$ cat src/common/mbc_pkg.sv
package mbc_pkg;

   // -------------------------------------------------------------------------
   // widths
   // -------------------------------------------------------------------------
   localparam int CPU_ADDR_W = 16;
   localparam int CPU_DATA_W = 8;
   localparam int ROM_BANK_W = 9;    // 512 banks on mbc5
   localparam int RAM_SEL_W  = 4;    // ram bank register, up to 16 banks
   localparam int ROM_ADDR_W = 23;   // 10 bit half-bank + 13 bit offset

   // decoded mapper kind
   typedef enum logic [2:0] {
      NONE = 3'd0,
      MBC1 = 3'd1,
      MBC2 = 3'd2,
      MBC3 = 3'd3,
      MBC5 = 3'd4
   } mbc_kind_e;

   // same cpu address, seen as 8k window or as rom window
   typedef union packed {
      struct packed {
         logic [2:0]            region;   // a15..a13
         logic [CPU_ADDR_W-4:0] offset;
      } win;
      struct packed {
         logic                  hi;       // a15 set means not rom
         logic                  upper;    // a14, switchable 16k half
         logic                  half;     // a13, 8k half of a bank
         logic [CPU_ADDR_W-4:0] offset;
      } rom;
   } cpu_addr_u;

   // register write targets and cart ram window, by a15..a13
   localparam logic [2:0] REG_RAM_EN   = 3'b000;   // 0000-1fff
   localparam logic [2:0] REG_ROM_BANK = 3'b001;   // 2000-3fff
   localparam logic [2:0] REG_RAM_BANK = 3'b010;   // 4000-5fff
   localparam logic [2:0] REG_MODE     = 3'b011;   // 6000-7fff
   localparam logic [2:0] REG_CRAM     = 3'b101;   // a000-bfff

   localparam logic [3:0] RAM_EN_KEY = 4'hA;

   // apb config offsets
   localparam logic [3:0] CFG_TYPE     = 4'h0;
   localparam logic [3:0] CFG_ROM_SIZE = 4'h4;
   localparam logic [3:0] CFG_RAM_SIZE = 4'h8;

   // -------------------------------------------------------------------------
   // header decode
   // -------------------------------------------------------------------------
   function automatic mbc_kind_e mbc_kind_of(input logic [7:0] cart_type);
      mbc_kind_e kind;
      if (cart_type inside {[8'h01:8'h03]})
         kind = MBC1;
      else if (cart_type inside {[8'h05:8'h06]})
         kind = MBC2;
      else if (cart_type inside {[8'h0F:8'h13]})
         kind = MBC3;
      else if (cart_type inside {[8'h19:8'h1E]})
         kind = MBC5;
      else
         kind = NONE;   // rom only, or a mapper not handled here
      return kind;
   endfunction

   // 2**(code+1) banks
   function automatic logic [ROM_BANK_W-1:0] rom_mask_of(input logic [7:0] size_code);
      if (size_code <= 8'h08)
         return ~({ROM_BANK_W{1'b1}} << (size_code[3:0] + 4'd1));
      return 9'h07F;   // odd sizes 52..54 and junk
   endfunction

   function automatic logic [RAM_SEL_W-1:0] ram_mask_of(input logic [7:0] size_code);
      case (size_code)
         8'h00, 8'h01, 8'h02: return 4'h0;   // none, 2k, 8k
         8'h03:               return 4'h3;   // 32k
         8'h05:               return 4'h7;   // 64k
         default:             return 4'hF;   // 128k
      endcase
   endfunction

endpackage

$ cat src/source/mbc_cart_config.sv
`timescale 1ns/1ps

module mbc_cart_config (
   input  logic                              clk_sys,
   input  logic                              reset,
   input  logic [3:0]                        paddr,
   input  logic                              psel,
   input  logic                              penable,
   input  logic                              pwrite,
   input  logic [7:0]                        pwdata,
   output logic [7:0]                        prdata,
   output logic                              pready,
   output logic                              pslverr,
   output mbc_pkg::mbc_kind_e                kind,
   output logic [mbc_pkg::ROM_BANK_W-1:0]    rom_mask,
   output logic [mbc_pkg::RAM_SEL_W-1:0]     ram_mask
);

   logic [7:0] cart_type;   // header byte 0x147
   logic [7:0] rom_size;    // header byte 0x148
   logic [7:0] ram_size;    // header byte 0x149
   logic       access;      // apb access phase
   logic       hit;         // offset decodes to a register

   assign access = psel & penable;
   assign hit    = (paddr == mbc_pkg::CFG_TYPE) ||
                   (paddr == mbc_pkg::CFG_ROM_SIZE) ||
                   (paddr == mbc_pkg::CFG_RAM_SIZE);

   always_ff @(posedge clk_sys) begin
      if (reset) begin
         cart_type <= 8'h00;
         rom_size  <= 8'h00;
         ram_size  <= 8'h00;
      end else if (access && pwrite) begin
         case (paddr)
            mbc_pkg::CFG_TYPE:     cart_type <= pwdata;
            mbc_pkg::CFG_ROM_SIZE: rom_size  <= pwdata;
            mbc_pkg::CFG_RAM_SIZE: ram_size  <= pwdata;
            default: ;   // unknown offset, write dropped
         endcase
      end
   end

   always_comb begin
      case (paddr)
         mbc_pkg::CFG_TYPE:     prdata = cart_type;
         mbc_pkg::CFG_ROM_SIZE: prdata = rom_size;
         mbc_pkg::CFG_RAM_SIZE: prdata = ram_size;
         default:               prdata = 8'h00;
      endcase
   end

   assign pready  = 1'b1;             // no wait states
   assign pslverr = access & ~hit;

   // raw codes stay in here
   assign kind     = mbc_pkg::mbc_kind_of(cart_type);
   assign rom_mask = mbc_pkg::rom_mask_of(rom_size);
   assign ram_mask = mbc_pkg::ram_mask_of(ram_size);

endmodule

$ cat config.mk
export PLATFORM = sky130hd
export DESIGN_NAME = mbc_cart_config
export DESIGN_NICKNAME = d
export VERILOG_FILES = /design/src/common/mbc_pkg.sv /design/src/source/mbc_cart_config.sv
export SDC_FILE = /design/constraint.sdc
export NUM_CORES = 1
export LEC_CHECK = 0
export ABC_AREA = 1
export ABC_CLOCK_PERIOD_IN_PS = 1900
export BUFFER_PORTS_ARGS = -buffer_cell sky130_fd_sc_hd__buf_2
export CAP_MARGIN = 15
export CELL_PAD_IN_SITES_DETAIL_PLACEMENT = 2
export CELL_PAD_IN_SITES_GLOBAL_PLACEMENT = 2
export CORE_ASPECT_RATIO = 0.9
export CORE_MARGIN = 2
export CORE_UTILIZATION = 27
export DETAILED_ROUTE_END_ITERATION = 10
export GPL_ROUTABILITY_DRIVEN = 0
export PLACE_DENSITY = 0.81
export SYNTH_ARGS = -nofsm -noshare
export SYNTH_HDL_FRONTEND = slang
export SYNTH_SLANG_ARGS = --single-unit
$ cat constraint.sdc
create_clock -name clk_sys -period 1.9 [get_ports clk_sys]
set_clock_uncertainty 0.2 [all_clocks]
set_input_delay 0.19 -clock clk_sys [delete_from_list [all_inputs] [get_ports clk_sys]]
set_output_delay 0.19 -clock clk_sys [all_outputs]
set_load 0.02 [all_outputs]
## Yosys cells after proc, flatten, opt, wreduce, memory -nomap -nowiden

Cells that the tools add are included.

- RAM bits: 0
- Register bits: 24
- Memories: 0
- Bits in read-only memories: 0
- Latch bits: 0
- Logic and storage cells: 46
- Output and inout port bits: 26
- Input bits: 17

- Magnitude comparators: 9
- Div/mod/pow operators: 0
- Bitwise gates (word level): 4
- Muxes and demuxes: 9
- Reduce and logical (&&, ||, !) cells: 13
- Shifts and indexed selects: 1
- Equality and inequality tests: 6
- $mul: 0
- Add/sub/neg operators: 1

Operator list:

| operator | count |
|---|---|
| one-hot mux 8 bit (3 select lines) | 1 |
| 2-to-1 mux 9 bit | 2 |
| equality test 8 x 2 -> 1 bit (second input constant) | 2 |
| <= comparator 8 x 5 -> 1 bit (second input constant) | 2 |
| 2-to-1 mux 3 bit | 4 |
| one-hot mux 4 bit (3 select lines) | 1 |
| NOT 9 bit | 1 |
| << shifter 9 x 4 -> 9 bit (first input constant) | 1 |
| equality test 8 x 1 -> 1 bit (second input constant) | 1 |
| equality test 8 x 3 -> 1 bit (second input constant) | 1 |
| >= comparator 8 x 1 -> 1 bit (second input constant) | 1 |
| >= comparator 8 x 3 -> 1 bit (second input constant) | 1 |
| >= comparator 8 x 4 -> 1 bit (second input constant) | 1 |
| >= comparator 8 x 5 -> 1 bit (second input constant) | 1 |
| <= comparator 8 x 2 -> 1 bit (second input constant) | 1 |
| <= comparator 8 x 3 -> 1 bit (second input constant) | 1 |
| <= comparator 8 x 4 -> 1 bit (second input constant) | 1 |
| zero test 8 bit | 1 |
| AND reduction 2 bit | 3 |
| logical AND 1 bit | 5 |
| adder 4 x 1 -> 4 bit (second input constant) | 1 |
| equality test 4 x 3 -> 1 bit (second input constant) | 1 |
| equality test 4 bit (second input constant) | 1 |
| zero test 4 bit | 1 |
| 5 further kinds | 7 |

## Logic depth before layout (Yosys ltp)

- Word-level depth: 6
- Mapped depth: 7
- Mapped depth without buffers: 6

## Least setup slack after synthesis

OpenSTA, ideal clock, no wires.

- Path type: register -> output
- Start: reg rom_size[0]
- End: out rom_mask[8] in the netlist's numbering
- Data arrival time: 1.279 ns
- Stages on the path, launching flop included: 7
- Slack: 0.231 ns
- Buffers on the path: 0
- Required time: 1.510 ns
- Cells stage by stage: dfxtp_1 -> inv_1 -> ha_1 -> a21oi_1 -> nor2_1 -> inv_1 -> nor2_1

- Longest elaborated chain between the ends: 5
- Elaborated cells on any way between the ends: 7
- Those cells by class: add/sub: 1; order compare: 1; shift: 1; mux: 3; bitwise: 1

RTL lines:

| what | line | text |
|---|---|---|
| start, declared | mbc_cart_config.sv:20 | `logic [7:0] rom_size;` |
| start signal, assigned | mbc_cart_config.sv:38 | `mbc_pkg::CFG_ROM_SIZE: rom_size <= pwdata;` |
| adder 4 x 1 -> 4 bit | mbc_pkg.sv:70 | `return ~({ROM_BANK_W{1'b1}} << (size_code[3:0] + 4'd1));` |
| << shifter 9 x 4 -> 9 bit | mbc_pkg.sv:70 |  |
| NOT 9 bit | mbc_pkg.sv:70 |  |
| 2-to-1 mux 9 bit | mbc_pkg.sv:69 | `if (size_code <= 8'h08)` |
| 2-to-1 mux 9 bit * | mbc_pkg.sv:71 | `return 9'h07F;` |
| end, declared | mbc_cart_config.sv:15 | `output logic [mbc_pkg::ROM_BANK_W-1:0] rom_mask,` |

Every way passes the cells marked *; elsewhere a longest branch is shown, timed or not. The select of a mux whose other input is x is not followed.

## Worst setup path in the final report

- Start: reg rom_size[1]
- End: out rom_mask[1] in the netlist's numbering

The elaborated chain is that of the path after synthesis.

==> impl_results.md <==
* Multi-input gate area at 0.00107 sq mm
* DRC Markers at 0
* CTS tree: done
* Worst path arrival time at 1470 ps
* CTS buffer count at 3
* DR WL/cell at 15.7 microns
* Die X at 86.7 microns
* Worst slew margin at 0.641
* Post-Syn Area at 0.00166 sq mm
* Library cells used by synthesis at 24
* Vias at 1,848
* Detailed-route wire length at 5950 microns
* GR Util met1 at 0.239
* Final min period at 1860 ps
* Max Cap Violations at 0
* Yosys top cell by area: dfxtp_1
* Max FO, Critical Path at 4
* Slowest-stage cell, CP: dfxtp_4
* Crit path kind: flip-flop to primary output
* FP Rows at 27
* CP Capture Type: primary output
* Max Clk Rate at 537 MHz
* Initial antenna violation count at 0
* DRT iter0 DRCs at 79
* Vias per cell at 4.88
* Clock tree buffer depth at 2
* First-pass GRT wire length at 9760 microns
* GRT Total Usage at 0.181
* Unrepaired setup endpoints after global routing: yes
* Cell Area, Placed at 0.00191 sq mm
* GR peak layer: met2
* FILL cells at 769
* Final Instance Area at 0.00212 sq mm
* Clock root cell: clkbuf_8
* Vias in the first global route at 1,949
* Hold Slack at 89.5 ps
* Slew Viols, Final at 0
* DRT Pass-1 Iters at 4
* Critical Path Most Common Cell: ha_4
* Leak pwr at 1.04 nW
* Hold buffers post-CTS at 0
* Top-level port count at 43
* Largest net degree at the start of global routing at 25
* Power, Total at 1.03 mW
* Number of synthesized register bits at 24
* R2r worst-path depth at 3
* Final WS setup at 37.2 ps
* Port bufs at 41
* Core Area at 0.00605 sq mm
* Setup violation total in the final timing report at 0
* Proportion of layout cells with a drive suffix above 1 at 0.274
* Synth Instances at 262
* FF/Latch Area at 490 sq um
* Yosys top cell area share at 0.289
* Syn-to-layout area delta at 27.7%
* Critical path origin: rom_size[1]$_SDFFE_PP0P_
* Synthesized Nets at 284
* Measured slew at the worst slew-check pin at 537 ps
* Seq/Total Area, Yosys at 0.289
* Die Y at 78.4 microns
* Final Hold Viols at 0
* CP peak stage delay at 390 ps
* Critical Path Start Type: flip-flop
* DRT antenna net count at 0
* Clk_lat worst skew at 270 ps
* Core Util, Final at 0.351
* Clock-pin slew on the worst setup and hold paths at 90 ps
* Setup TNS at 0 ps
* Grt total ovfl at 0
* Type of the tightest min-delay check: input pin to flip-flop
* Inst Count DP at 370
* Critical-path cell list: ha_4 > inv_2 > ha_4 > inv_4 > nor2_4 > nand3_2 > buf_6
* CP Capture Point: rom_mask[1]
* Die Area at 0.00680 sq mm
* H-tree levels at 1
* Met3 usage at 0.0263
* HPWL Detailed at 4510 microns
* Final Cycle Share at 0.980
* Status: finished clean
* Antenna diode count at 0
* Commonest cells after routing, fill and taps aside: nand2_1, nor2_1, buf_2
* Pwr Density at 486 mW/mm^2
* GRT met2 Usage at 0.316
* R2r startpoint: rom_size[1]$_SDFFE_PP0P_
* Setup WS pre-CTS at 39.5 ps
* Syn_area_per_cell at 6.34 sq um
* Largest cells by area after synthesis: dfxtp_1, nand2_1, nor2_1, nand3_1, inv_1
* Clock Sinks at 24
* Required @ worst endpoint at 1510 ps
* Crit Reg-Reg Endpoint: rom_size[1]$_SDFFE_PP0P_
* Final nets at 330
* Maximum VDD drop at 223 uV
* Finished Layout Cells at 379
* YS warnings at 0
* R2R setup slack at 920 ps
* Most common cell after layout, fill and taps aside: nand2_1
* Initial Util at 0.275
## per-layer routing
metal  vias up  wire length [microns]
met5         -                      0
met4         0                     46
met1       897                   2730
met3         4                    121
li1        916                      -
met2        31                   3060
## area by class of cell
class	count	share of cell area
Timing Repair Buffer	50	0.142
Multi-Input combinational cell	199	0.505
Tap cell	72	0.0425
Clock buffer	4	0.0259
Sequential cell	24	0.231
Inverter	30	0.0542
## cell families after synthesis
logic type	count (synthesis)	share of synthesized area
AOI/OAI and AO/OA	14	0.0550
buffers and inverters	39	0.112
other	1	0.00226
DFF	24	0.289
adders and majority gates	5	0.0377
and+or+nand+nor	179	0.504
## critical path, delay by kind of cell, from the launching register on
family	cells	cell delay, ps
buf+inv	3	220
flops	1	390
simple gates	2	160
fa+ha+maj	2	430
## Yosys cell counts, drive strengths merged
| master | count |
|---|---|
| conb | 1 |
| and3 | 1 |
| or2 | 1 |
| buf | 9 |
| inv | 30 |
| dfxtp | 24 |
| nand3 | 29 |
| nand4 | 9 |
| ha | 5 |
| nor3 | 2 |
| o211ai | 7 |
| nor2 | 70 |
| nand3b | 2 |
| a21oi | 3 |
| nand2 | 65 |
| a211o | 1 |
| o21ai | 3 |
## where the power goes
group	internal [mW]	total, mW	switching, mW
registers	0.504	0.508	0.00410
clock network	0.185	0.357	0.172
logic	0.0565	0.168	0.111
## state kept, by name (all words and copies together) (netlist names)
register / cells
ram_size: 8
rom_size: 8
cart_type: 8
## worst min path at each step
| stage | endpoint | depth (start not counted) | slack (ps) | startpoint |
|---|---|---|---|---|
| after floorplan | cart_type[3]$_SDFFE_PP0P_ | 3 | 190 | reset |
| after global placement | cart_type[7]$_SDFFE_PP0P_ | 2 | 270 | cart_type[7]$_SDFFE_PP0P_ |
| after detailed placement | cart_type[7]$_SDFFE_PP0P_ | 2 | 290 | cart_type[7]$_SDFFE_PP0P_ |
| after CTS | ram_size[6]$_SDFFE_PP0P_ | 5 | 90 | pwdata[6] |
| after global routing | ram_size[6]$_SDFFE_PP0P_ | 5 | 110 | pwdata[6] |
| final | rom_size[5]$_SDFFE_PP0P_ | 5 | 90 | pwdata[5] |
## what timing repair did
item | CTS | global route
endpoints found under the setup margin | 9 | 10
buffers inserted | 5 | 0
resized for setup | 20 | 15
pin swaps | 3 | 9
Power figures use the tool's default switching activity.
