--- config.mk ---
export PLATFORM = sky130hd
export DESIGN_NAME = mbc_addr_map_flat
export DESIGN_NICKNAME = d
export VERILOG_FILES = /design/src/common/mbc_pkg.sv /design/src/common/mbc_access_if.sv /design/src/banking/mbc_addr_map.sv /design/src/flat_wrapper.sv
export SDC_FILE = /design/constraint.sdc
export NUM_CORES = 1
export LEC_CHECK = 0
export BUFFER_PORTS_ARGS = -buffer_cell sky130_fd_sc_hd__buf_2
export CAP_MARGIN = 20
export CORE_MARGIN = 5
export CORE_UTILIZATION = 40
export CTS_CLUSTER_DIAMETER = 30
export DETAILED_ROUTE_END_ITERATION = 7
export HOLD_SLACK_MARGIN = 0.12
export PLACE_DENSITY = 0.8
export SYNTH_ARGS = -nofsm -noshare
export SYNTH_HDL_FRONTEND = slang
export SYNTH_SLANG_ARGS = --single-unit
--- constraint.sdc ---
create_clock -name clk_sys -period 1.9 [get_ports clk_sys]
set_input_delay 0.095 -clock clk_sys [delete_from_list [all_inputs] [get_ports clk_sys]]
set_output_delay 0.095 -clock clk_sys [all_outputs]
set_load 0.005 [all_outputs]
--- src/common/mbc_pkg.sv ---
package mbc_pkg;

   // -------------------------------------------------------------------------
   // widths
   // -------------------------------------------------------------------------
   localparam int CPU_ADDR_W = 16;
   localparam int CPU_DATA_W = 8;
   localparam int ROM_BANK_W = 9;    // 512 banks on mbc5
   localparam int RAM_SEL_W  = 4;    // ram bank register, up to 16 banks
   localparam int ROM_ADDR_W = 23;   // 10 bit half-bank + 13 bit offset

   // decoded mapper kind
   typedef enum logic [2:0] {
      NONE = 3'd0,
      MBC1 = 3'd1,
      MBC2 = 3'd2,
      MBC3 = 3'd3,
      MBC5 = 3'd4
   } mbc_kind_e;

   // same cpu address, seen as 8k window or as rom window
   typedef union packed {
      struct packed {
         logic [2:0]            region;   // a15..a13
         logic [CPU_ADDR_W-4:0] offset;
      } win;
      struct packed {
         logic                  hi;       // a15 set means not rom
         logic                  upper;    // a14, switchable 16k half
         logic                  half;     // a13, 8k half of a bank
         logic [CPU_ADDR_W-4:0] offset;
      } rom;
   } cpu_addr_u;

   // register write targets and cart ram window, by a15..a13
   localparam logic [2:0] REG_RAM_EN   = 3'b000;   // 0000-1fff
   localparam logic [2:0] REG_ROM_BANK = 3'b001;   // 2000-3fff
   localparam logic [2:0] REG_RAM_BANK = 3'b010;   // 4000-5fff
   localparam logic [2:0] REG_MODE     = 3'b011;   // 6000-7fff
   localparam logic [2:0] REG_CRAM     = 3'b101;   // a000-bfff

   localparam logic [3:0] RAM_EN_KEY = 4'hA;

   // apb config offsets
   localparam logic [3:0] CFG_TYPE     = 4'h0;
   localparam logic [3:0] CFG_ROM_SIZE = 4'h4;
   localparam logic [3:0] CFG_RAM_SIZE = 4'h8;

   // -------------------------------------------------------------------------
   // header decode
   // -------------------------------------------------------------------------
   function automatic mbc_kind_e mbc_kind_of(input logic [7:0] cart_type);
      mbc_kind_e kind;
      if (cart_type inside {[8'h01:8'h03]})
         kind = MBC1;
      else if (cart_type inside {[8'h05:8'h06]})
         kind = MBC2;
      else if (cart_type inside {[8'h0F:8'h13]})
         kind = MBC3;
      else if (cart_type inside {[8'h19:8'h1E]})
         kind = MBC5;
      else
         kind = NONE;   // rom only, or a mapper not handled here
      return kind;
   endfunction

   // 2**(code+1) banks
   function automatic logic [ROM_BANK_W-1:0] rom_mask_of(input logic [7:0] size_code);
      if (size_code <= 8'h08)
         return ~({ROM_BANK_W{1'b1}} << (size_code[3:0] + 4'd1));
      return 9'h07F;   // odd sizes 52..54 and junk
   endfunction

   function automatic logic [RAM_SEL_W-1:0] ram_mask_of(input logic [7:0] size_code);
      case (size_code)
         8'h00, 8'h01, 8'h02: return 4'h0;   // none, 2k, 8k
         8'h03:               return 4'h3;   // 32k
         8'h05:               return 4'h7;   // 64k
         default:             return 4'hF;   // 128k
      endcase
   endfunction

endpackage

--- src/common/mbc_access_if.sv ---
`timescale 1ns/1ps

// one cpu access plus the bank state it was issued under
interface mbc_access_if;
   logic                             valid;
   logic                             rd;
   logic                             wr;
   mbc_pkg::cpu_addr_u               addr;
   logic [mbc_pkg::CPU_DATA_W-1:0]   wdata;
   logic [mbc_pkg::ROM_BANK_W-1:0]   rom_bank;
   logic [mbc_pkg::RAM_SEL_W-1:0]    ram_bank;
   logic                             mode;     // mbc1 mode or mbc3 rtc select
   logic                             ram_en;

   // producing stage
   modport src (
      output valid, rd, wr, addr, wdata,
      output rom_bank, ram_bank, mode, ram_en
   );

   // consuming stage
   modport dst (
      input valid, rd, wr, addr, wdata,
      input rom_bank, ram_bank, mode, ram_en
   );

endinterface

--- src/banking/mbc_addr_map.sv ---
`timescale 1ns/1ps

module mbc_addr_map #(
   parameter int RAM_BANK_W = 4
) (
   input  logic                              clk_sys,
   input  logic                              reset,
   input  mbc_pkg::mbc_kind_e                kind,
   input  logic [mbc_pkg::ROM_BANK_W-1:0]    rom_mask,
   input  logic [mbc_pkg::RAM_SEL_W-1:0]     ram_mask,
   mbc_access_if.dst                         in_acc,
   mbc_access_if.src                         out_acc,
   output logic [mbc_pkg::ROM_ADDR_W-1:0]    rom_addr,
   output logic                              rom_rd
);

   // banks that exist in the built ram
   localparam logic [mbc_pkg::RAM_SEL_W-1:0] BANK_LIMIT =
      mbc_pkg::RAM_SEL_W'((1 << RAM_BANK_W) - 1);

   logic [mbc_pkg::ROM_BANK_W-1:0]     sel_bank;     // 0 in the fixed lower window
   logic [mbc_pkg::ROM_BANK_W-1:0]     rom_bank_m;
   logic [1:0]                         bank2;        // mbc1 upper bits
   logic [mbc_pkg::RAM_SEL_W-1:0]      ram_bank_m;
   logic [mbc_pkg::ROM_ADDR_W-1:0]     rom_addr_s;
   logic                               rom_rd_s;

   assign sel_bank = in_acc.addr.rom.upper ? in_acc.rom_bank : '0;
   // mode 0 keeps bank2 off the lower rom window and the ram window
   assign bank2    = in_acc.ram_bank[1:0] & {2{in_acc.addr.rom.upper | in_acc.mode}};

   always_comb begin
      case (kind)
         mbc_pkg::MBC1: rom_bank_m = {2'b00, bank2, sel_bank[4:0]} & rom_mask;
         mbc_pkg::MBC2: rom_bank_m = {5'd0, sel_bank[3:0]} & rom_mask;
         mbc_pkg::MBC3: rom_bank_m = {2'b00, sel_bank[6:0]} & rom_mask;
         mbc_pkg::MBC5: rom_bank_m = sel_bank & rom_mask;   // bank 0 allowed
         default:       rom_bank_m = {8'd0, in_acc.addr.rom.upper};   // linear 32k
      endcase
   end

   always_comb begin
      case (kind)
         mbc_pkg::MBC1: ram_bank_m = {2'b00, bank2};
         mbc_pkg::MBC3,
         mbc_pkg::MBC5: ram_bank_m = in_acc.ram_bank;
         default:       ram_bank_m = '0;
      endcase
      ram_bank_m = ram_bank_m & ram_mask & BANK_LIMIT;   // mirror small rams
   end

   always_ff @(posedge clk_sys) begin
      if (reset) begin
         out_acc.valid <= 1'b0;
         rom_rd_s      <= 1'b0;
         rom_rd        <= 1'b0;
      end else begin
         out_acc.valid <= in_acc.valid;
         rom_rd_s      <= in_acc.valid & in_acc.rd & ~in_acc.addr.rom.hi;
         rom_rd        <= rom_rd_s;   // lines up with the cart ram read
      end
   end

   always_ff @(posedge clk_sys) begin
      out_acc.rd       <= in_acc.rd;
      out_acc.wr       <= in_acc.wr;
      out_acc.addr     <= in_acc.addr;
      out_acc.wdata    <= in_acc.wdata;
      out_acc.rom_bank <= rom_bank_m;
      out_acc.ram_bank <= ram_bank_m;
      out_acc.mode     <= in_acc.mode;
      out_acc.ram_en   <= in_acc.ram_en;
      rom_addr_s       <= {rom_bank_m, in_acc.addr.rom.half, in_acc.addr.rom.offset};
      rom_addr         <= rom_addr_s;
   end

endmodule

--- src/flat_wrapper.sv ---
// flat-port wrapper written by rule: the top's interface ports become plain ports
module mbc_addr_map_flat 
#(
   parameter int RAM_BANK_W = 4
)
  (clk_sys, reset, kind, rom_mask, ram_mask, rom_addr, rom_rd, in_acc_valid, in_acc_rd, in_acc_wr, in_acc_addr, in_acc_wdata, in_acc_rom_bank, in_acc_ram_bank, in_acc_mode, in_acc_ram_en, out_acc_valid, out_acc_rd, out_acc_wr, out_acc_addr, out_acc_wdata, out_acc_rom_bank, out_acc_ram_bank, out_acc_mode, out_acc_ram_en);
  mbc_access_if in_acc_i ();
  mbc_access_if out_acc_i ();
  input  logic clk_sys;
  input  logic reset;
  input  mbc_pkg::mbc_kind_e kind;
  input  logic [mbc_pkg::ROM_BANK_W-1:0] rom_mask;
  input  logic [mbc_pkg::RAM_SEL_W-1:0] ram_mask;
  output logic [mbc_pkg::ROM_ADDR_W-1:0] rom_addr;
  output logic rom_rd;
  input wire logic [$bits(in_acc_i.valid)-1:0] in_acc_valid;
  input wire logic [$bits(in_acc_i.rd)-1:0] in_acc_rd;
  input wire logic [$bits(in_acc_i.wr)-1:0] in_acc_wr;
  input wire logic [$bits(in_acc_i.addr)-1:0] in_acc_addr;
  input wire logic [$bits(in_acc_i.wdata)-1:0] in_acc_wdata;
  input wire logic [$bits(in_acc_i.rom_bank)-1:0] in_acc_rom_bank;
  input wire logic [$bits(in_acc_i.ram_bank)-1:0] in_acc_ram_bank;
  input wire logic [$bits(in_acc_i.mode)-1:0] in_acc_mode;
  input wire logic [$bits(in_acc_i.ram_en)-1:0] in_acc_ram_en;
  output wire logic [$bits(out_acc_i.valid)-1:0] out_acc_valid;
  output wire logic [$bits(out_acc_i.rd)-1:0] out_acc_rd;
  output wire logic [$bits(out_acc_i.wr)-1:0] out_acc_wr;
  output wire logic [$bits(out_acc_i.addr)-1:0] out_acc_addr;
  output wire logic [$bits(out_acc_i.wdata)-1:0] out_acc_wdata;
  output wire logic [$bits(out_acc_i.rom_bank)-1:0] out_acc_rom_bank;
  output wire logic [$bits(out_acc_i.ram_bank)-1:0] out_acc_ram_bank;
  output wire logic [$bits(out_acc_i.mode)-1:0] out_acc_mode;
  output wire logic [$bits(out_acc_i.ram_en)-1:0] out_acc_ram_en;
  assign in_acc_i.valid = in_acc_valid;
  assign in_acc_i.rd = in_acc_rd;
  assign in_acc_i.wr = in_acc_wr;
  assign in_acc_i.addr = in_acc_addr;
  assign in_acc_i.wdata = in_acc_wdata;
  assign in_acc_i.rom_bank = in_acc_rom_bank;
  assign in_acc_i.ram_bank = in_acc_ram_bank;
  assign in_acc_i.mode = in_acc_mode;
  assign in_acc_i.ram_en = in_acc_ram_en;
  assign out_acc_valid = out_acc_i.valid;
  assign out_acc_rd = out_acc_i.rd;
  assign out_acc_wr = out_acc_i.wr;
  assign out_acc_addr = out_acc_i.addr;
  assign out_acc_wdata = out_acc_i.wdata;
  assign out_acc_rom_bank = out_acc_i.rom_bank;
  assign out_acc_ram_bank = out_acc_i.ram_bank;
  assign out_acc_mode = out_acc_i.mode;
  assign out_acc_ram_en = out_acc_i.ram_en;
  mbc_addr_map #(.RAM_BANK_W(RAM_BANK_W)) u_core (.clk_sys(clk_sys), .reset(reset), .kind(kind), .rom_mask(rom_mask), .ram_mask(ram_mask), .in_acc(in_acc_i), .out_acc(out_acc_i), .rom_addr(rom_addr), .rom_rd(rom_rd));
endmodule
After elaboration in Yosys (flattened, before gate mapping)
Index checks and enable logic that the tools add are counted.
Widths: inputs -> output; s select.

operators by class
  add/subtract/negate cells = 0
  multiply operators = 0
  div/mod/pow operators = 0
  order comparisons = 0
  equal/unequal tests = 4
  shift operators = 0
  mux-type cells = 3
  bitwise gates (word level) = 10
  reduce and logical (&&, ||, !) cells = 1

operator list
  kind                count
  $pmux 9 s4          1
  $and 7x9->9         2
  $and 4x9->9         1
  $and 9x9->9         1
  $mux 9              1
  $pmux 4 s2          1
  $eq 3x2->1 const B  2
  $and 4x4->4         1
  $eq 3x1->1 const B  1
  $eq 3x3->1 const B  1
  $and 1x1->1         2
  $and 2x2->2         1
  $reduce_or 2->1     1
  $not 1->1           1
  $or 1x1->1          1

word-level totals
  register bits after elaboration = 90
  bits in latches = 0
  RAM bits = 0
  memory bits (read-only) = 0
  input bits = 60
  output and inout bits = 66
  memories = 0

Logic depth before layout (Yosys ltp)
  depth in word-level cells = 4
  gate-level depth with buffers = 3

Worst setup path before layout
No wires, ideal clock.

  kind = input-to-reg
  start point = input kind[2]
  end point = register u_core.out_acc.rom_bank[1]
  setup time = 0.115 ns
  data arrival time = 0.737 ns
  slack = 1.048 ns
  stages on the path = 3
  buffers on the path = 0
  cells stage by stage = or3_2 nand3_1 nor2_1

between the ends
  longest elaborated chain between the ends = 2
  elaborated cells between the ends (all ways) = 5
  those cells by class = eq/ne (4); mux (1)

ends and longest elaborated chain
  element                               RTL line             RTL
  from (decl)                           flat_wrapper.sv:11   input mbc_pkg::mbc_kind_e kind;
  $eq 3x3->1 (tied with other cells)    mbc_addr_map.sv:33   case (kind)
  $pmux 9 s4 *                          mbc_addr_map.sv:33
  named net u_core.rom_bank_m, one bit  mbc_addr_map.sv:22   logic [mbc_pkg::ROM_BANK_W-1:0] rom_bank_m;
  to (signal assigned)                  mbc_addr_map.sv:69   out_acc.rom_bank <= rom_bank_m;
  to (decl)                             mbc_access_if.sv:18  output rom_bank, ram_bank, mode, ram_en

The timed path passes the listed nets; every way through them passes the cells marked *.
A chain may end at the register's enable or synchronous reset.

Worst setup path in the final report
  start point = input in_acc_ram_bank[0]
  end point = register u_core.out_acc.rom_bank[5]

between the ends
  longest elaborated chain between the ends = 3

ends and longest elaborated chain
  element                               RTL line            RTL
  from (decl)                           flat_wrapper.sv:22  input wire logic [$bits(in_acc_i.ram_bank)-1:0] in_acc_ram_bank;
  $and 2x2->2                           mbc_addr_map.sv:30  assign bank2 = in_acc.ram_bank[1:0] & {2{in_acc.addr.rom.upper | in_acc.mode}};
  $and 7x9->9                           mbc_addr_map.sv:34  mbc_pkg::MBC1: rom_bank_m = {2'b00, bank2, sel_bank[4:0]} & rom_mask;
  $pmux 9 s4                            mbc_addr_map.sv:33
  named net u_core.rom_bank_m, one bit  mbc_addr_map.sv:22

The timed path passes the listed nets, and every way through them passes these cells.

==> results.md <==
- The die outline height is around 73 um.
- The number of nets with antenna violations after detailed routing is 0.
- The count of inserted antenna diode cells is 0.
- In this run the number of H-tree levels came out at 3.
- The core area is 0.00372 mm^2.
- In this run, the number of DRC markers left after iteration 0 of detailed routing was 61.
- VDD sags by at most 0.000520 V.
- The final number of hold-violating endpoints is 0.
- The worst setup path is captured at a register.
- In this design, the stage delay of the slowest critical-path cell is around 0.56 ns.
- At the worst endpoint, the arrival time is 2.00 ns.
- Dividing the detail-routed wire length by the instance count gives 15.5 um.
- The hold path startpoint is kind[0].
- The floorplan step defined a die boundary enclosing approximately 0.0053 mm^2.
- The number of global-route vias before repair is 1,689.
- The gate count after technology mapping is between 100 and 150.
- The sink of the worst hold path is u_core.out_acc.rom_bank[7]$_DFF_P_.
- The critical path goes through dlygate4sd3_1, buf_2, nand2_1, dlygate4sd3_1, o22ai_1, dlygate4sd3_1.
- The final setup violation count is 0.
- The switching part of the total power is 19.8%.
- The root buffer cell is sky130_fd_sc_hd__clkbuf_8.
- Once placement finished, the instance area stood at 0.00225 mm^2.
- The minimum period implied by the final worst setup slack is 1.79 ns.
- Detailed placement ended at an HPWL of 3.22 mm.
- Synthesis inferred 67 register bits.
- The worst hold path belongs to the class in2reg.
- TritonCTS created 9 clock buffers.
- The worst-case setup slack after placement is 0.875 ns.
- The worst hold path passes through 3 cells.
- In this run the critical register-to-register path is captured at u_core.rom_rd$_SDFF_PP0_.
- Across the routed clock network, the largest skew measured is between 0.007 and 0.008 ns.
- Once the floorplan was initialized, standard cells occupied a little over two fifths of the core.
- STA classifies the critical path startpoint as an input port.
- Summed over all nets, wire length on met2 after detailed routing comes to 2.90 mm.
- The fill cell instance count of the final layout is 197.
- The initial antenna violation count is 0.
- Adding up every negative setup slack in the final design gives 0 ns.
- The clock transition at the registers of the reported paths is 0.07 ns.
- The part of the power in the clock network is between 40 and 50%.
- Static timing analysis puts the maximum clock frequency at ~560 MHz.
- The sequential cell area fraction in the yosys report is 85.6%.
- The share of the cycle needed by the critical path after routing is 94.4%.
- Summing all flip-flop and latch instances after layout gives 0.00134 mm^2.
- For the worst setup path, the data required time is roughly 2.1 ns.
- The relative slew slack is a little over four fifths.
- Leaving out fill and tap cells, the most frequent cells in the layout are sky130_fd_sc_hd__buf_2, sky130_fd_sc_hd__dfxtp_1, sky130_fd_sc_hd__dlygate4sd3_1.
- The mapped netlist covers 0.00157 mm^2.
- The depth of the worst register-to-register path is 1.
- After the last flow step, the layout net total stands at 365.
- Leaving out fill and tap cells, the most frequent cell in the layout is sky130_fd_sc_hd__buf_2.
- The biggest fanout along the worst timing path is 2.
- Dividing total power by cell area gives a power density of 1010 mW/mm^2.
- The power dissipated by switching net loads is 625 uW.
- The share of total power dissipated in sequential elements is a little under half.
- The clock latency on the worst-skew pair is 0.32 ns.
- Buffers placed on the I/O ports in this run total 125.
- The detailed-route via count is 1,551.
- The measured slew at the worst slew-check pin is 0.244 ns.
- The most critical setup path has its startpoint at in_acc_ram_bank[0].
- For this design the static power due to leakage is 1.57 nW.
- Setup repair after global routing left no endpoint under its margin.
- In the final layout, the share of cells above drive strength 1 is 47.1%.
- The post-route DRC violation count is 0.
- The total met3 wirelength after detailed routing is roughly 600 um.
- Global routing used 22.4% of the available tracks across all layers.
- The setup check on the worst reg-to-reg path leaves a slack of 1.38 ns.
- The worst hold-check slack is around 0.14 ns.
- The floorplan has 22 rows.
- The leftover overflow at the end of global routing is 0.
- The startpoint of the most critical register-to-register path is u_core.rom_rd_s$_SDFF_PP0_.
- After layout, the design draws a total of 3.15 mW.
- The number of top-level design ports is between 100 and 150.
- Dividing the detail-routed via count by the number of cells gives 4.33.
- Synthesis produced a netlist with a net count of between 150 and 200.
- The first-pass GRT wire length is about 8.8 mm.
- The number of distinct standard cells referenced by the synthesized netlist is 21.
- The average instance area after synthesis is 14.5 um^2.
- The combinational cell fraction of total power is 8.6%.
- Across the run, the number of max-cap violations was 0.
- The die width is 72.6 um.
- The CTS tree is done.
- Counting stages on the worst path, the most repeated cell is sky130_fd_sc_hd__dlygate4sd3_1.
- The internal power of the cells is between 2 and 3 mW.
- Yosys printed 0 warnings.
- The weighted congestion reported at the end of routability-driven placement is 0.750.
- After detailed routing, the total wire length is 5.55 mm.
- On the critical path, the stage with the largest delay is an instance of sky130_fd_sc_hd__dlygate4sd3_1.
- The number of clock sinks is 67.
- The run finished with clean final reports.
- The worst-case clock buffer depth is 2.
- Entering global routing, the biggest net connects 12 pins.
- In the final layout, the multi-input gates occupy between 200 and 250 um^2.
- The worst setup margin is 0.107 ns.
- The post-route cell area is between 0.003 and 0.004 mm^2.
- The iteration count of the initial detailed-routing pass is 4.
- The growth of design area from synthesis to finish is 98.6%.
- The highest metal layer carrying signal wires in the routed design is met4.
- The final-report max-slew violation count was 0.
- For this block, wires on met1 add up to 1.92 mm.
- The classification of the worst setup path is in2reg.
==> power by group through the flow <==
stage | clock (mW) | combinational, mW | sequential, mW
floorplan | 0 | 0.0254 | 1.53
global placement | 0 | 0.167 | 1.52
detailed placement | 0 | 0.170 | 1.52
CTS | 1.40 | 0.261 | 1.49
global route | 1.48 | 0.297 | 1.50
finish | 1.39 | 0.271 | 1.49
==> synthesized netlist by cell type <==
cell	n	area [um^2]
sky130_fd_sc_hd__nor2_1	4	15.0
sky130_fd_sc_hd__and2b_1	1	7.51
sky130_fd_sc_hd__nand3_1	4	20.0
sky130_fd_sc_hd__or3_1	1	6.26
sky130_fd_sc_hd__or3_2	1	7.51
sky130_fd_sc_hd__and3_1	2	12.5
sky130_fd_sc_hd__a21oi_1	2	10.0
sky130_fd_sc_hd__dfxtp_1	67	1340
sky130_fd_sc_hd__o22ai_1	2	12.5
sky130_fd_sc_hd__inv_1	1	3.75
sky130_fd_sc_hd__nand2b_1	1	6.26
sky130_fd_sc_hd__nor3b_1	1	7.51
sky130_fd_sc_hd__nor3_1	3	15.0
sky130_fd_sc_hd__nand2_1	8	30.0
sky130_fd_sc_hd__and3b_1	1	8.76
sky130_fd_sc_hd__and3_2	2	15.0
sky130_fd_sc_hd__a21o_2	1	8.76
sky130_fd_sc_hd__a31oi_1	1	6.26
sky130_fd_sc_hd__nor2b_1	2	12.5
sky130_fd_sc_hd__o21ai_0	2	10.0
sky130_fd_sc_hd__or3b_4	1	11.3
==> routing by layer <==
layer | track usage, % | up-vias
li1 | - | 748
met1 | 21.4 | 699
met2 | 41.5 | 92
met3 | 9.23 | 12
met4 | 9.84 | 0
met5 | 0 | -
==> worst max-delay path: cells and delay by family <==
kind,cells,cell delay (ns)
buffers and inverters,4,1.79
AO/OA/AOI/OAI,1,0.08
AND/OR/NAND/NOR,1,0.05
==> flip-flops by register name, summed over array words and instances, names as in the netlist <==
register                 count
u_core.out_acc.rd            1
u_core.out_acc.ram_bank      4
u_core.out_acc.wr            1
u_core.out_acc.mode          1
u_core.rom_rd_s              1
u_core.out_acc.rom_bank      9
u_core.rom_addr             23
u_core.rom_rd                1
u_core.out_acc.ram_en        1
u_core.out_acc.addr         16
u_core.out_acc.valid         1
u_core.out_acc.wdata         8
==> cell families (layout without fill, tap and decap cells) <==
| group | count (synthesis) | after routing | synth area share, % |
|---|---|---|---|
| DFF | 67 | 67 | 85.6 |
| and+or+nand+nor | 32 | 32 | 11.2 |
| AOI/OAI and AO/OA | 8 | 8 | 3.03 |
| buffers and inverters | 1 | 203 | 0.239 |
==> cell type report <==
class,instances,share of cell area [%]
clock buffers,13,5.75
multi-input cells,40,7.15
clock inverters,3,2.17
inverters,1,0.121
repair buffers,186,39.8
well taps,48,1.93
flip-flops and latches,67,43.1
==> metrics by stage <==
| stage | util [%] | cells |
|---|---|---|
| 3_5_place_dp | 60.6 | 281 |
| 5_1_grt | 83.8 | 358 |
| 4_1_cts | 83.7 | 358 |
| 2_1_floorplan | - | 108 |
| 6_report | 83.8 | 358 |
| 3_3_place_gp | 60.6 | 281 |
==> worst max-delay path by stage <==
stage	endpoint	slack [ns]	depth (start not counted)
floorplan	u_core.out_acc.rom_bank[1]$_DFF_P_	1.05	3
global placement	u_core.out_acc.rom_bank[2]$_DFF_P_	0.89	4
detailed placement	u_core.out_acc.rom_bank[3]$_DFF_P_	0.88	4
CTS	u_core.out_acc.rom_bank[4]$_DFF_P_	0.11	6
global route	u_core.out_acc.rom_bank[4]$_DFF_P_	0.01	6
finish	u_core.out_acc.rom_bank[5]$_DFF_P_	0.11	6
==> timing repair <==
item,4_1_cts,5_1_grt
setup buffers,0,0
hold buffers,61,0
hold endpoints to repair,44,0
setup endpoints to repair,0,1
gates resized for setup,0,2
(Power assumes the default switching activity.)
