`src/common/mbc_pkg.sv`:
```
package mbc_pkg;

   // -------------------------------------------------------------------------
   // widths
   // -------------------------------------------------------------------------
   localparam int CPU_ADDR_W = 16;
   localparam int CPU_DATA_W = 8;
   localparam int ROM_BANK_W = 9;    // 512 banks on mbc5
   localparam int RAM_SEL_W  = 4;    // ram bank register, up to 16 banks
   localparam int ROM_ADDR_W = 23;   // 10 bit half-bank + 13 bit offset

   // decoded mapper kind
   typedef enum logic [2:0] {
      NONE = 3'd0,
      MBC1 = 3'd1,
      MBC2 = 3'd2,
      MBC3 = 3'd3,
      MBC5 = 3'd4
   } mbc_kind_e;

   // same cpu address, seen as 8k window or as rom window
   typedef union packed {
      struct packed {
         logic [2:0]            region;   // a15..a13
         logic [CPU_ADDR_W-4:0] offset;
      } win;
      struct packed {
         logic                  hi;       // a15 set means not rom
         logic                  upper;    // a14, switchable 16k half
         logic                  half;     // a13, 8k half of a bank
         logic [CPU_ADDR_W-4:0] offset;
      } rom;
   } cpu_addr_u;

   // register write targets and cart ram window, by a15..a13
   localparam logic [2:0] REG_RAM_EN   = 3'b000;   // 0000-1fff
   localparam logic [2:0] REG_ROM_BANK = 3'b001;   // 2000-3fff
   localparam logic [2:0] REG_RAM_BANK = 3'b010;   // 4000-5fff
   localparam logic [2:0] REG_MODE     = 3'b011;   // 6000-7fff
   localparam logic [2:0] REG_CRAM     = 3'b101;   // a000-bfff

   localparam logic [3:0] RAM_EN_KEY = 4'hA;

   // apb config offsets
   localparam logic [3:0] CFG_TYPE     = 4'h0;
   localparam logic [3:0] CFG_ROM_SIZE = 4'h4;
   localparam logic [3:0] CFG_RAM_SIZE = 4'h8;

   // -------------------------------------------------------------------------
   // header decode
   // -------------------------------------------------------------------------
   function automatic mbc_kind_e mbc_kind_of(input logic [7:0] cart_type);
      mbc_kind_e kind;
      if (cart_type inside {[8'h01:8'h03]})
         kind = MBC1;
      else if (cart_type inside {[8'h05:8'h06]})
         kind = MBC2;
      else if (cart_type inside {[8'h0F:8'h13]})
         kind = MBC3;
      else if (cart_type inside {[8'h19:8'h1E]})
         kind = MBC5;
      else
         kind = NONE;   // rom only, or a mapper not handled here
      return kind;
   endfunction

   // 2**(code+1) banks
   function automatic logic [ROM_BANK_W-1:0] rom_mask_of(input logic [7:0] size_code);
      if (size_code <= 8'h08)
         return ~({ROM_BANK_W{1'b1}} << (size_code[3:0] + 4'd1));
      return 9'h07F;   // odd sizes 52..54 and junk
   endfunction

   function automatic logic [RAM_SEL_W-1:0] ram_mask_of(input logic [7:0] size_code);
      case (size_code)
         8'h00, 8'h01, 8'h02: return 4'h0;   // none, 2k, 8k
         8'h03:               return 4'h3;   // 32k
         8'h05:               return 4'h7;   // 64k
         default:             return 4'hF;   // 128k
      endcase
   endfunction

endpackage

```
`src/common/mbc_access_if.sv`:
```
`timescale 1ns/1ps

// one cpu access plus the bank state it was issued under
interface mbc_access_if;
   logic                             valid;
   logic                             rd;
   logic                             wr;
   mbc_pkg::cpu_addr_u               addr;
   logic [mbc_pkg::CPU_DATA_W-1:0]   wdata;
   logic [mbc_pkg::ROM_BANK_W-1:0]   rom_bank;
   logic [mbc_pkg::RAM_SEL_W-1:0]    ram_bank;
   logic                             mode;     // mbc1 mode or mbc3 rtc select
   logic                             ram_en;

   // producing stage
   modport src (
      output valid, rd, wr, addr, wdata,
      output rom_bank, ram_bank, mode, ram_en
   );

   // consuming stage
   modport dst (
      input valid, rd, wr, addr, wdata,
      input rom_bank, ram_bank, mode, ram_en
   );

endinterface

```
`src/banking/mbc_bank_regs.sv`:
```
`timescale 1ns/1ps

module mbc_bank_regs (
   input  logic                              clk_sys,
   input  logic                              reset,
   input  logic                              ce_cpu,
   input  logic [mbc_pkg::CPU_ADDR_W-1:0]    cart_addr,
   input  logic                              cart_rd,
   input  logic                              cart_wr,
   input  logic [mbc_pkg::CPU_DATA_W-1:0]    cart_di,
   input  mbc_pkg::mbc_kind_e                kind,
   mbc_access_if.src                         acc
);

   mbc_pkg::cpu_addr_u                 addr;
   logic                               accept;
   logic                               reg_wr;
   logic                               bank_zero;   // significant rom bank bits all 0
   logic [mbc_pkg::ROM_BANK_W-1:0]     rom_bank, rom_bank_nx;
   logic [mbc_pkg::RAM_SEL_W-1:0]      ram_bank, ram_bank_nx;
   logic                               mode, mode_nx;   // mbc1 mode, or mbc3 rtc
   logic                               ram_en, ram_en_nx;

   assign addr   = cart_addr;
   assign accept = ce_cpu & (cart_rd | cart_wr);
   assign reg_wr = ce_cpu & cart_wr;

   always_comb begin
      case (kind)
         mbc_pkg::MBC1: bank_zero = (cart_di[4:0] == 5'd0);
         mbc_pkg::MBC2: bank_zero = (cart_di[3:0] == 4'd0);
         default:       bank_zero = (cart_di[6:0] == 7'd0);
      endcase
   end

   // -------------------------------------------------------------------------
   // register update by region
   // -------------------------------------------------------------------------
   always_comb begin
      rom_bank_nx = rom_bank;
      ram_bank_nx = ram_bank;
      mode_nx     = mode;
      ram_en_nx   = ram_en;
      if (reg_wr) begin
         case (addr.win.region)
            mbc_pkg::REG_RAM_EN:
               ram_en_nx = (cart_di[3:0] == mbc_pkg::RAM_EN_KEY);
            mbc_pkg::REG_ROM_BANK: begin
               if (kind == mbc_pkg::MBC5) begin
                  if (addr.win.offset[12])
                     rom_bank_nx[8] = cart_di[0];       // 3000-3fff
                  else
                     rom_bank_nx[7:0] = cart_di;        // 2000-2fff
               end else if (bank_zero) begin
                  rom_bank_nx = 9'd1;                   // bank 0 maps to 1
               end else begin
                  rom_bank_nx = {2'b00, cart_di[6:0]};
               end
            end
            mbc_pkg::REG_RAM_BANK: begin
               if (kind == mbc_pkg::MBC3 && cart_di[3]) begin
                  mode_nx = 1'b1;                       // rtc register select
               end else begin
                  if (kind == mbc_pkg::MBC3)
                     mode_nx = 1'b0;                    // back to ram
                  if (kind == mbc_pkg::MBC5)
                     ram_bank_nx = cart_di[3:0];
                  else
                     ram_bank_nx = {2'b00, cart_di[1:0]};
               end
            end
            mbc_pkg::REG_MODE: begin
               if (kind == mbc_pkg::MBC1)
                  mode_nx = cart_di[0];
            end
            default: ;   // ram window or above, no register
         endcase
      end
   end

   always_ff @(posedge clk_sys) begin
      if (reset) begin
         rom_bank  <= 9'd1;
         ram_bank  <= '0;
         mode      <= 1'b0;
         ram_en    <= 1'b0;
         acc.valid <= 1'b0;
      end else begin
         rom_bank  <= rom_bank_nx;
         ram_bank  <= ram_bank_nx;
         mode      <= mode_nx;
         ram_en    <= ram_en_nx;
         acc.valid <= accept;
      end
   end

   // access and snapshot after this access's own update
   always_ff @(posedge clk_sys) begin
      if (accept) begin
         acc.rd       <= cart_rd;
         acc.wr       <= cart_wr;
         acc.addr     <= addr;
         acc.wdata    <= cart_di;
         acc.rom_bank <= rom_bank_nx;
         acc.ram_bank <= ram_bank_nx;
         acc.mode     <= mode_nx;
         acc.ram_en   <= ram_en_nx;
      end
   end

endmodule

```
`src/flat_wrapper.sv`:
```
// flat-port wrapper written by rule: the top's interface ports become plain ports
module mbc_bank_regs_flat 
  (clk_sys, reset, ce_cpu, cart_addr, cart_rd, cart_wr, cart_di, kind, acc_valid, acc_rd, acc_wr, acc_addr, acc_wdata, acc_rom_bank, acc_ram_bank, acc_mode, acc_ram_en);
  mbc_access_if acc_i ();
  input  logic clk_sys;
  input  logic reset;
  input  logic ce_cpu;
  input  logic [mbc_pkg::CPU_ADDR_W-1:0] cart_addr;
  input  logic cart_rd;
  input  logic cart_wr;
  input  logic [mbc_pkg::CPU_DATA_W-1:0] cart_di;
  input  mbc_pkg::mbc_kind_e kind;
  output wire logic [$bits(acc_i.valid)-1:0] acc_valid;
  output wire logic [$bits(acc_i.rd)-1:0] acc_rd;
  output wire logic [$bits(acc_i.wr)-1:0] acc_wr;
  output wire logic [$bits(acc_i.addr)-1:0] acc_addr;
  output wire logic [$bits(acc_i.wdata)-1:0] acc_wdata;
  output wire logic [$bits(acc_i.rom_bank)-1:0] acc_rom_bank;
  output wire logic [$bits(acc_i.ram_bank)-1:0] acc_ram_bank;
  output wire logic [$bits(acc_i.mode)-1:0] acc_mode;
  output wire logic [$bits(acc_i.ram_en)-1:0] acc_ram_en;
  assign acc_valid = acc_i.valid;
  assign acc_rd = acc_i.rd;
  assign acc_wr = acc_i.wr;
  assign acc_addr = acc_i.addr;
  assign acc_wdata = acc_i.wdata;
  assign acc_rom_bank = acc_i.rom_bank;
  assign acc_ram_bank = acc_i.ram_bank;
  assign acc_mode = acc_i.mode;
  assign acc_ram_en = acc_i.ram_en;
  mbc_bank_regs u_core (.clk_sys(clk_sys), .reset(reset), .ce_cpu(ce_cpu), .cart_addr(cart_addr), .cart_rd(cart_rd), .cart_wr(cart_wr), .cart_di(cart_di), .kind(kind), .acc(acc_i));
endmodule
```
`config.mk`:
```
export PLATFORM = sky130hd
export DESIGN_NAME = mbc_bank_regs_flat
export DESIGN_NICKNAME = d
export VERILOG_FILES = /design/src/common/mbc_pkg.sv /design/src/common/mbc_access_if.sv /design/src/banking/mbc_bank_regs.sv /design/src/flat_wrapper.sv
export SDC_FILE = /design/constraint.sdc
export NUM_CORES = 1
export LEC_CHECK = 0
export BUFFER_PORTS_ARGS = -buffer_cell sky130_fd_sc_hd__buf_2
export CAP_MARGIN = 20
export CORE_UTILIZATION = 50
export DETAILED_ROUTE_END_ITERATION = 6
export GPL_ROUTABILITY_DRIVEN = 0
export GPL_TIMING_DRIVEN = 0
export PLACE_DENSITY = 0.82
export SYNTH_ARGS = -nofsm -noshare
export SYNTH_HDL_FRONTEND = slang
export SYNTH_SLANG_ARGS = --single-unit
```
`constraint.sdc`:
```
create_clock -name clk_sys -period 3.3 [get_ports clk_sys]
set_input_delay 0.165 -clock clk_sys [delete_from_list [all_inputs] [get_ports clk_sys]]
set_output_delay 0.165 -clock clk_sys [all_outputs]
set_load 0.01 [all_outputs]
```
# Yosys cells after proc, flatten, opt, wreduce, memory -nomap -nowiden
# Cells that the tools add are included.
# totals
ff_bits	57
input_bits	32
output_inout_bits	42
elab_cells	47
# classes
n_eq_ne	8
n_mux	18
n_bitwise	3
reduce_logical	5
# op_table
op	count
$mux 9	3
$mux 4	4
$eq 3x2->1 const B	4
$mux 8	1
$logic_not 7->1	1
$mux 1	7
$mux 7	1
$eq 3x1->1 const B	2
$logic_not 5->1	1
$eq 4x4->1 const B	1
$logic_not 4->1	1
$pmux 1 s2	2
$eq 3x3->1 const B	1
$logic_not 3->1	1
$and 1x1->1	2
$logic_and 1x1->1	1
$or 1x1->1	1

# Longest topological paths before layout
# Gate-level depths: netlist of the first run.
# logic_depth
depth_word	6
ltp_mapped	5
mapped_depth_nobuf	4

# Worst setup path after synthesis of the first run
# No wires, ideal clock.
# synth_path
path_type	input to register
from	input cart_wr
to	register u_core.acc.addr[0], enable pin
setup_ps	401
arrival_time_ps	1156
t_required_ps	2899
path_slack_ps	1743
cell_stages	1
n_path_buf	0
cell_sequence	o21a_1
# synth_between
elab_chain_len	2
# synth_rtl
item	line	text
start, declared	flat_wrapper.sv:10	input logic cart_wr;
$or 1x1->1	mbc_bank_regs.sv:25	assign accept = ce_cpu & (cart_rd | cart_wr);
$and 1x1->1	mbc_bank_regs.sv:25	
end, declared	mbc_access_if.sv:17	output valid, rd, wr, addr, wdata,
# Every way passes these cells.
# A chain may end at the register's enable or synchronous reset.

# Final worst setup path of the first run
# layout_path
from	input cart_addr[15] (netlist bit)
to	register u_core.acc.rom_bank[6] (data pin)
# layout_between
elab_chain_len	3
# layout_rtl
item	line	text
start, declared	flat_wrapper.sv:8	input logic [mbc_pkg::CPU_ADDR_W-1:0] cart_addr;
$eq 3x1->1	mbc_bank_regs.sv:45	case (addr.win.region)
$mux 9	mbc_bank_regs.sv:45	
$mux 9	mbc_bank_regs.sv:44	if (reg_wr) begin
net u_core.rom_bank_nx, one bit	mbc_bank_regs.sv:19	logic [mbc_pkg::ROM_BANK_W-1:0] rom_bank, rom_bank_nx;
end signal, assigned	mbc_bank_regs.sv:104	acc.rom_bank <= rom_bank_nx;
end, declared	mbc_access_if.sv:18	output rom_bank, ram_bank, mode, ram_en
# The timed path passes the listed nets, and every way through them passes these cells.

==> flow_summary.json, run 1 <==
{
  "outcome": "finished clean",
  "timing.fmax_mhz": 693,
  "powerDensity_nw_per_um2": 534,
  "worst_ep_required_time_ns": 3.35,
  "synth-seq-area-share": 0.711,
  "worstReg2RegStart": "u_core.mode$_SDFF_PP0_",
  "final_layout_size_suffix_gt1_frac": 0.438,
  "detail_route.vias_per_cell": 5.15,
  "synth_top_family_by_area": "simple AND/OR/NAND/NOR gates",
  "die-height_um": 68.0,
  "synth-xor-area-share": 0,
  "wl_mm": 3.92,
  "tritoncts.num_buffers": 9,
  "final_min_period_over_clock_period": 0.437,
  "hp-start": "cart_addr[11]",
  "critPathKind": "in2reg",
  "synthMostInstantiatedCell": "sky130_fd_sc_hd__edfxtp_1",
  "ioPinCount": 74,
  "drcViolationCount": 0,
  "post_synth_mux_area_share": 0.0545,
  "dominantRegCellSynth": "sky130_fd_sc_hd__edfxtp_1",
  "power.total_mw": 1.47,
  "setup_tns_ns": 0,
  "placed_area_um2": 2600,
  "area_fraction_of_the_dominant_cell_type_after_synthesis": 0.565,
  "cts_tree": "yes",
  "syn_inst": 137,
  "floorplan.initialDensity": 0.534,
  "netlist_area_um2": 2180,
  "arrival_time_reported_for_the_critical_path_endpoint_ns": 1.49,
  "ctsHtreeMaxLevel": 3,
  "synth-compound-area-share": 0.0608,
  "cts-resized-gates": 0,
  "place.detailed.instances": 258,
  "placementRows": 23,
  "post_synth_edffs": 41,
  "worstPathMaxFanout": 7,
  "final_hold_viol_count": 0,
  "n_antenna_cell": 0,
  "floorplan.core_area_um2": 4090,
  "holdPathEnd": "u_core.acc.addr[11]$_DFFE_PP_",
  "final_util": 0.675,
  "synth.top_cells.by_count": "sky130_fd_sc_hd__edfxtp_1, sky130_fd_sc_hd__dfxtp_1, sky130_fd_sc_hd__nand2_1",
  "postSynth.asyncResetShare": 0,
  "final_area_um2": 2760,
  "postCtsSetupRepairBufs": 0,
  "post_synth_num_cell_types": 43,
  "cts.sinks": 57,
  "timing.rr.end": "u_core.mode$_SDFF_PP0_",
  "clk_transition_reported_paths_ns": 0.06,
  "hold_path_depth": 1,
  "wl_per_cell_um": 14.3,
  "nNetsFinal": 251,
  "numPortBuffers": 71,
  "largest_area_contributor_in_the_netlist": "sky130_fd_sc_hd__edfxtp_1",
  "postCtsHoldBufs": 0,
  "setup.worst_path.start_class": "input port",
  "cts_root_buf": "sky130_fd_sc_hd__clkbuf_8",
  "number_of_vias_after_detailed_routing": 1411,
  "min_path_type": "in2reg",
  "dr_pass1_iterations": 4,
  "synth_fa_ha_area_frac": 0,
  "worst_pin_slew_ns": 0.980,
  "grt_setup_unrepaired": "false",
  "detailedRoute.firstIterationViolations": 100,
  "finish.cell_count_without_fillers": 274,
  "static-leakage-power_nw": 1.12,
  "global_route.usage.total": 0.185,
  "grt_pass1_wl_mm": 5.91,
  "period_needed_ns": 1.44,
  "globalRouteOverflowTotal": 0,
  "ys_seq_elements": 57,
  "postSynthNetCount": 169,
  "r2r_cells": 3,
  "number_of_global_route_vias_before_repair": 1334,
  "num-fill-cells": 323,
  "antenna_found_initial": 0,
  "grt_start_max_net_pins": 43,
  "synth_simple_gate_area_share": 0.160,
  "synthesis.area_per_instance_um2": 15.9,
  "timing_max_transition_violations_final": 0,
  "hpwl_detailed_mm": 2.69,
  "timing.critical_path.to_type": "flip-flop",
  "worst_slew_margin_relative_to_its_limit": 0.347,
  "yosys_warnings": 0,
  "layout_skew_ns": 0.00485,
  "worst-r2r-setup-slack_ns": 2.18,
  "design.die.area_um2": 4630,
  "max_cap_violations": 0,
  "synthToLayoutAreaGrowth_pct": 26.6,
  "route.antenna.remaining_nets": 0,
  "clk-insertion-delay-late_ns": 0.32,
  "synthTopCellsByArea": "sky130_fd_sc_hd__edfxtp_1, sky130_fd_sc_hd__dfxtp_1, sky130_fd_sc_hd__mux2_4",
  "vdd.ir_drop.worst_v": 0.000295,
  "clock_tree.buffer_depth": 2,
  "fp.dieW_um": 68.0,
  "finalSetupViolCount": 0
}
## report_power, final
part | total [mW] | switching, mW | leakage (nW) | internal (mW)
sequential | 0.819 | 0.00806 | 0.525 | 0.811
clock | 0.526 | 0.231 | 0.0790 | 0.295
combinational | 0.129 | 0.0775 | 0.514 | 0.0519
## worst max-delay path by stage
stage,start,to,slack (ns),depth (start not counted)
5_1_grt,cart_addr[15],u_core.acc.rom_bank[6]$_DFFE_PP_,1.78,5
3_5_place_dp,cart_addr[15],u_core.acc.rom_bank[6]$_DFFE_PP_,1.52,5
6_report,cart_addr[15],u_core.acc.rom_bank[6]$_DFFE_PP_,1.86,5
2_1_floorplan,cart_wr,u_core.acc.addr[0]$_DFFE_PP_,1.74,1
4_1_cts,cart_addr[15],u_core.acc.rom_bank[6]$_DFFE_PP_,1.87,5
3_3_place_gp,cart_wr,u_core.acc.rom_bank[5]$_DFFE_PP_,1.29,2
## cell type report
| type | count | area [um2] | share of cell area |
|---|---|---|---|
| buffer | 4 | 25.0 | 0.00907 |
| clock buffer | 16 | 160 | 0.0580 |
| inverter | 1 | 3.75 | 0.00136 |
| sequential | 57 | 1550 | 0.562 |
| timing repair buffer | 71 | 355 | 0.129 |
| tap | 50 | 62.6 | 0.0227 |
| multi-input combinational | 75 | 602 | 0.218 |
## sequential cells by signal, summed over array words and instances, names as in the netlist, 4 cells and up
| signal | cells |
|---|---|
| u_core.acc.addr | 16 |
| u_core.acc.wdata | 8 |
| u_core.ram_bank | 4 |
| u_core.acc.rom_bank | 9 |
| u_core.rom_bank | 9 |
| u_core.acc.ram_bank | 4 |
## cells in the final DEF, fill, tap and decap left out, drive strengths merged, types with 2 or more instances in the layout
master / netlist / routed
nor4b: 2 / 2
nor2: 5 / 5
dfxtp: 16 / 16
or2: 2 / 2
nand2: 8 / 8
nor3: 7 / 7
nand3b: 3 / 3
mux2: 6 / 6
buf: 3 / 74
a21oi: 3 / 3
nand4b: 3 / 3
nand2b: 2 / 2
mux2i: 4 / 4
nor2b: 9 / 9
nor3b: 3 / 3
a211oi: 2 / 2
clkbuf: 1 / 17
edfxtp: 41 / 41
## routing by layer
layer	up-vias	part of all wire	GRT usage
met5	-	0	0
li1	693	-	-
met1	641	0.44	0.220
met4	0	0.026	0.141
met3	10	0.079	0.0533
met2	67	0.46	0.282
## metrics by stage
stage                     hold WS (ns)  worst slack, ns
after detailed placement         0.344             1.52
after CTS                      0.00536             1.87
after global placement           0.343             1.29
after floorplan                  0.229             1.74
after global routing           0.00397             1.78
final                           0.0235             1.86
## critical path, stage by stage
cell	delay, ns
sky130_fd_sc_hd__buf_2	0.12
sky130_fd_sc_hd__nand3b_1	0.28
sky130_fd_sc_hd__a211oi_4	0.50
sky130_fd_sc_hd__mux2i_1	0.34
sky130_fd_sc_hd__nor2_1	0.08
## kinds of logic after synthesis
group,count (synthesis)
compound gates,16
buf+inv,5
flops,57
mux,10
simple gates,49
(Power assumes the default switching activity.)
==> inputs of run 2 (changes only) <==
--- a/config.mk
+++ b/config.mk
@@ -7,11 +7,11 @@
 export LEC_CHECK = 0
 export BUFFER_PORTS_ARGS = -buffer_cell sky130_fd_sc_hd__buf_2
 export CAP_MARGIN = 20
-export CORE_UTILIZATION = 50
+export CORE_UTILIZATION = 44
 export DETAILED_ROUTE_END_ITERATION = 6
 export GPL_ROUTABILITY_DRIVEN = 0
 export GPL_TIMING_DRIVEN = 0
-export PLACE_DENSITY = 0.82
+export PLACE_DENSITY = 0.76
 export SYNTH_ARGS = -nofsm -noshare
 export SYNTH_HDL_FRONTEND = slang
 export SYNTH_SLANG_ARGS = --single-unit
==> constraint.sdc (replaced) <==
create_clock -name clk_sys -period 1.2 [get_ports clk_sys]
set_input_delay 0.06 -clock clk_sys [delete_from_list [all_inputs] [get_ports clk_sys]]
set_output_delay 0.06 -clock clk_sys [all_outputs]
set_load 0.01 [all_outputs]
==> run 2 against run 1 <==
  * Worst hold slack got worse by 0.0095 ns
  * Via count rose by 8.2%
  * Utilization fell by 2.2 points
  * Highest routed layer unchanged
  * Global-route usage fell by 0.46 points
  * Die area rose by 13%
  * Sequential power rose to 2.7 times the previous value
  * Setup slack got worse by 1.8 ns
==> flow_summary.json, run 2 (synthesis results as in run 1) <==
{
  "outcome": "finished clean",
  "drcViolationCount": 0,
  "grt_start_max_net_pins": 43,
  "r2r_cells": 3,
  "ioPinCount": 74,
  "clock_tree.buffer_depth": 2,
  "dr_pass1_iterations": 4,
  "final_hold_viol_count": 0,
  "fp.dieW_um": 72.4,
  "ctsHtreeMaxLevel": 3,
  "floorplan.initialDensity": 0.459,
  "dp_slack_ns": -0.482,
  "arrival_time_reported_for_the_critical_path_endpoint_ns": 1.23,
  "hpwl_detailed_mm": 2.67,
  "placementRows": 25,
  "setup_tns_ns": 0,
  "grt_setup_unrepaired": "true",
  "timing.fmax_mhz": 862,
  "timing.rr.end": "u_core.mode$_SDFF_PP0_",
  "number_of_vias_after_detailed_routing": 1527,
  "max_cap_violations": 0,
  "min_path_type": "in2reg",
  "die-height_um": 72.4,
  "final_hold_slack_ns": 0.0140,
  "floorplan.core_area_um2": 4750,
  "final_min_period_over_clock_period": 0.966,
  "largest_register_ffs": 16,
  "antenna_found_initial": 0,
  "biggest_register": "u_core.acc.addr",
  "hold_path_depth": 2,
  "setup_slack_ns": 0.0405,
  "power.total_mw": 4.14,
  "worstReg2RegStart": "u_core.mode$_SDFF_PP0_",
  "final_layout_size_suffix_gt1_frac": 0.416,
  "period_needed_ns": 1.16,
  "worst-r2r-setup-slack_ns": 0.16,
  "vdd.ir_drop.worst_v": 0.000632,
  "critPathKind": "in2reg",
  "timing_max_transition_violations_final": 0,
  "final_area_um2": 3110,
  "layout_skew_ns": 0.00791,
  "largest_registers": "u_core.acc.addr (16), u_core.acc.rom_bank (9), u_core.rom_bank (9)",
  "number_of_global_route_vias_before_repair": 1464,
  "tritoncts.num_buffers": 9,
  "globalRouteOverflowTotal": 0,
  "wl_per_cell_um": 14.0,
  "clk_transition_reported_paths_ns": 0.06,
  "setup.worst_path.start_class": "input port",
  "finalSetupViolCount": 0,
  "numPortBuffers": 71,
  "final_common_cell": "sky130_fd_sc_hd__buf_2",
  "worst_ep_required_time_ns": 1.27,
  "most_frequent_cells_in_the_layout": "sky130_fd_sc_hd__buf_2, sky130_fd_sc_hd__edfxtp_1, sky130_fd_sc_hd__dlygate4sd3_1",
  "hp-start": "cart_addr[13]",
  "route.antenna.remaining_nets": 0,
  "grt_pass1_wl_mm": 6.79,
  "global_route.usage.total": 0.181,
  "detailedRoute.firstIterationViolations": 77,
  "cts_root_buf": "sky130_fd_sc_hd__clkbuf_8",
  "holdPathEnd": "u_core.mode$_SDFF_PP0_",
  "worstPathMaxFanout": 7,
  "detail_route.vias_per_cell": 4.74,
  "cts_tree": "yes",
  "wl_mm": 4.52,
  "worst_slew_margin_relative_to_its_limit": 0.349,
  "clk-insertion-delay-late_ns": 0.33,
  "placed_area_um2": 2630,
  "timing.critical_path.to_type": "flip-flop",
  "design.die.area_um2": 5240,
  "synthToLayoutAreaGrowth_pct": 42.5,
  "static-leakage-power_nw": 1.27,
  "nNetsFinal": 282,
  "worst_pin_slew_ns": 0.976,
  "n_antenna_cell": 0,
  "powerDensity_nw_per_um2": 1330,
  "cts.sinks": 57
}
run 2: layout make-up:
class | instances | area (um2)
clock inverter | 4 | 20.0
clock buffer | 12 | 135
sequential | 57 | 1550
timing repair buffer | 102 | 668
multi-input combinational | 75 | 613
inverter | 1 | 3.75
fill | 369 | 1650
tap | 67 | 83.8
buffer | 4 | 31.3
run 2: power by group:
group / switching (mW) / internal (mW)
Clock: 0.708 / 0.735
Combinational: 0.230 / 0.209
Sequential: 0.0240 / 2.23
Total: 0.963 / 3.17
run 2: how the worst max path moves through the flow:
stage / startpoint / to / slack, ns
detailed placement: cart_addr[15] / u_core.acc.rom_bank[6]$_DFFE_PP_ / -0.48
finish: cart_addr[15] / u_core.acc.rom_bank[6]$_DFFE_PP_ / 0.04
CTS: cart_addr[15] / u_core.acc.rom_bank[6]$_DFFE_PP_ / 0.008
floorplan: cart_addr[14] / u_core.acc.rom_bank[6]$_DFFE_PP_ / -0.13
global placement: cart_addr[15] / u_core.acc.rom_bank[6]$_DFFE_PP_ / -0.43
global route: cart_addr[15] / u_core.acc.rom_bank[6]$_DFFE_PP_ / -0.03
run 2: what timing repair did:
| action | CTS | global route |
|---|---|---|
| setup buffers | 1 | 3 |
| endpoints found under the hold margin | 25 | 0 |
| hold buffers | 27 | 0 |
| gates resized for setup | 1 | 2 |
| endpoints found under the setup margin | 9 | 10 |
| pin swaps | 1 | 1 |
run 2: through the flow:
step / cells / utilization
2_1_floorplan: 137 / -
3_3_place_gp: 275 / 0.553
3_5_place_dp: 275 / 0.553
4_1_cts: 319 / 0.648
5_1_grt: 322 / 0.653
6_report: 322 / 0.653
run 2: metal layers:
metal | GRT usage | routed length (um) | up-vias
li1 | - | - | 750
met1 | 0.199 | 1900 | 711
met2 | 0.305 | 2270 | 60
met3 | 0.0708 | 293 | 6
met4 | 0.0850 | 59 | 0
met5 | 0 | 0 | -
run 2: critical path, stage by stage:
cell                       delay [ns]
sky130_fd_sc_hd__buf_2           0.12
sky130_fd_sc_hd__nand3b_1        0.29
sky130_fd_sc_hd__a211oi_4        0.26
sky130_fd_sc_hd__buf_12          0.17
sky130_fd_sc_hd__mux2i_2         0.26
sky130_fd_sc_hd__nor2_1          0.06
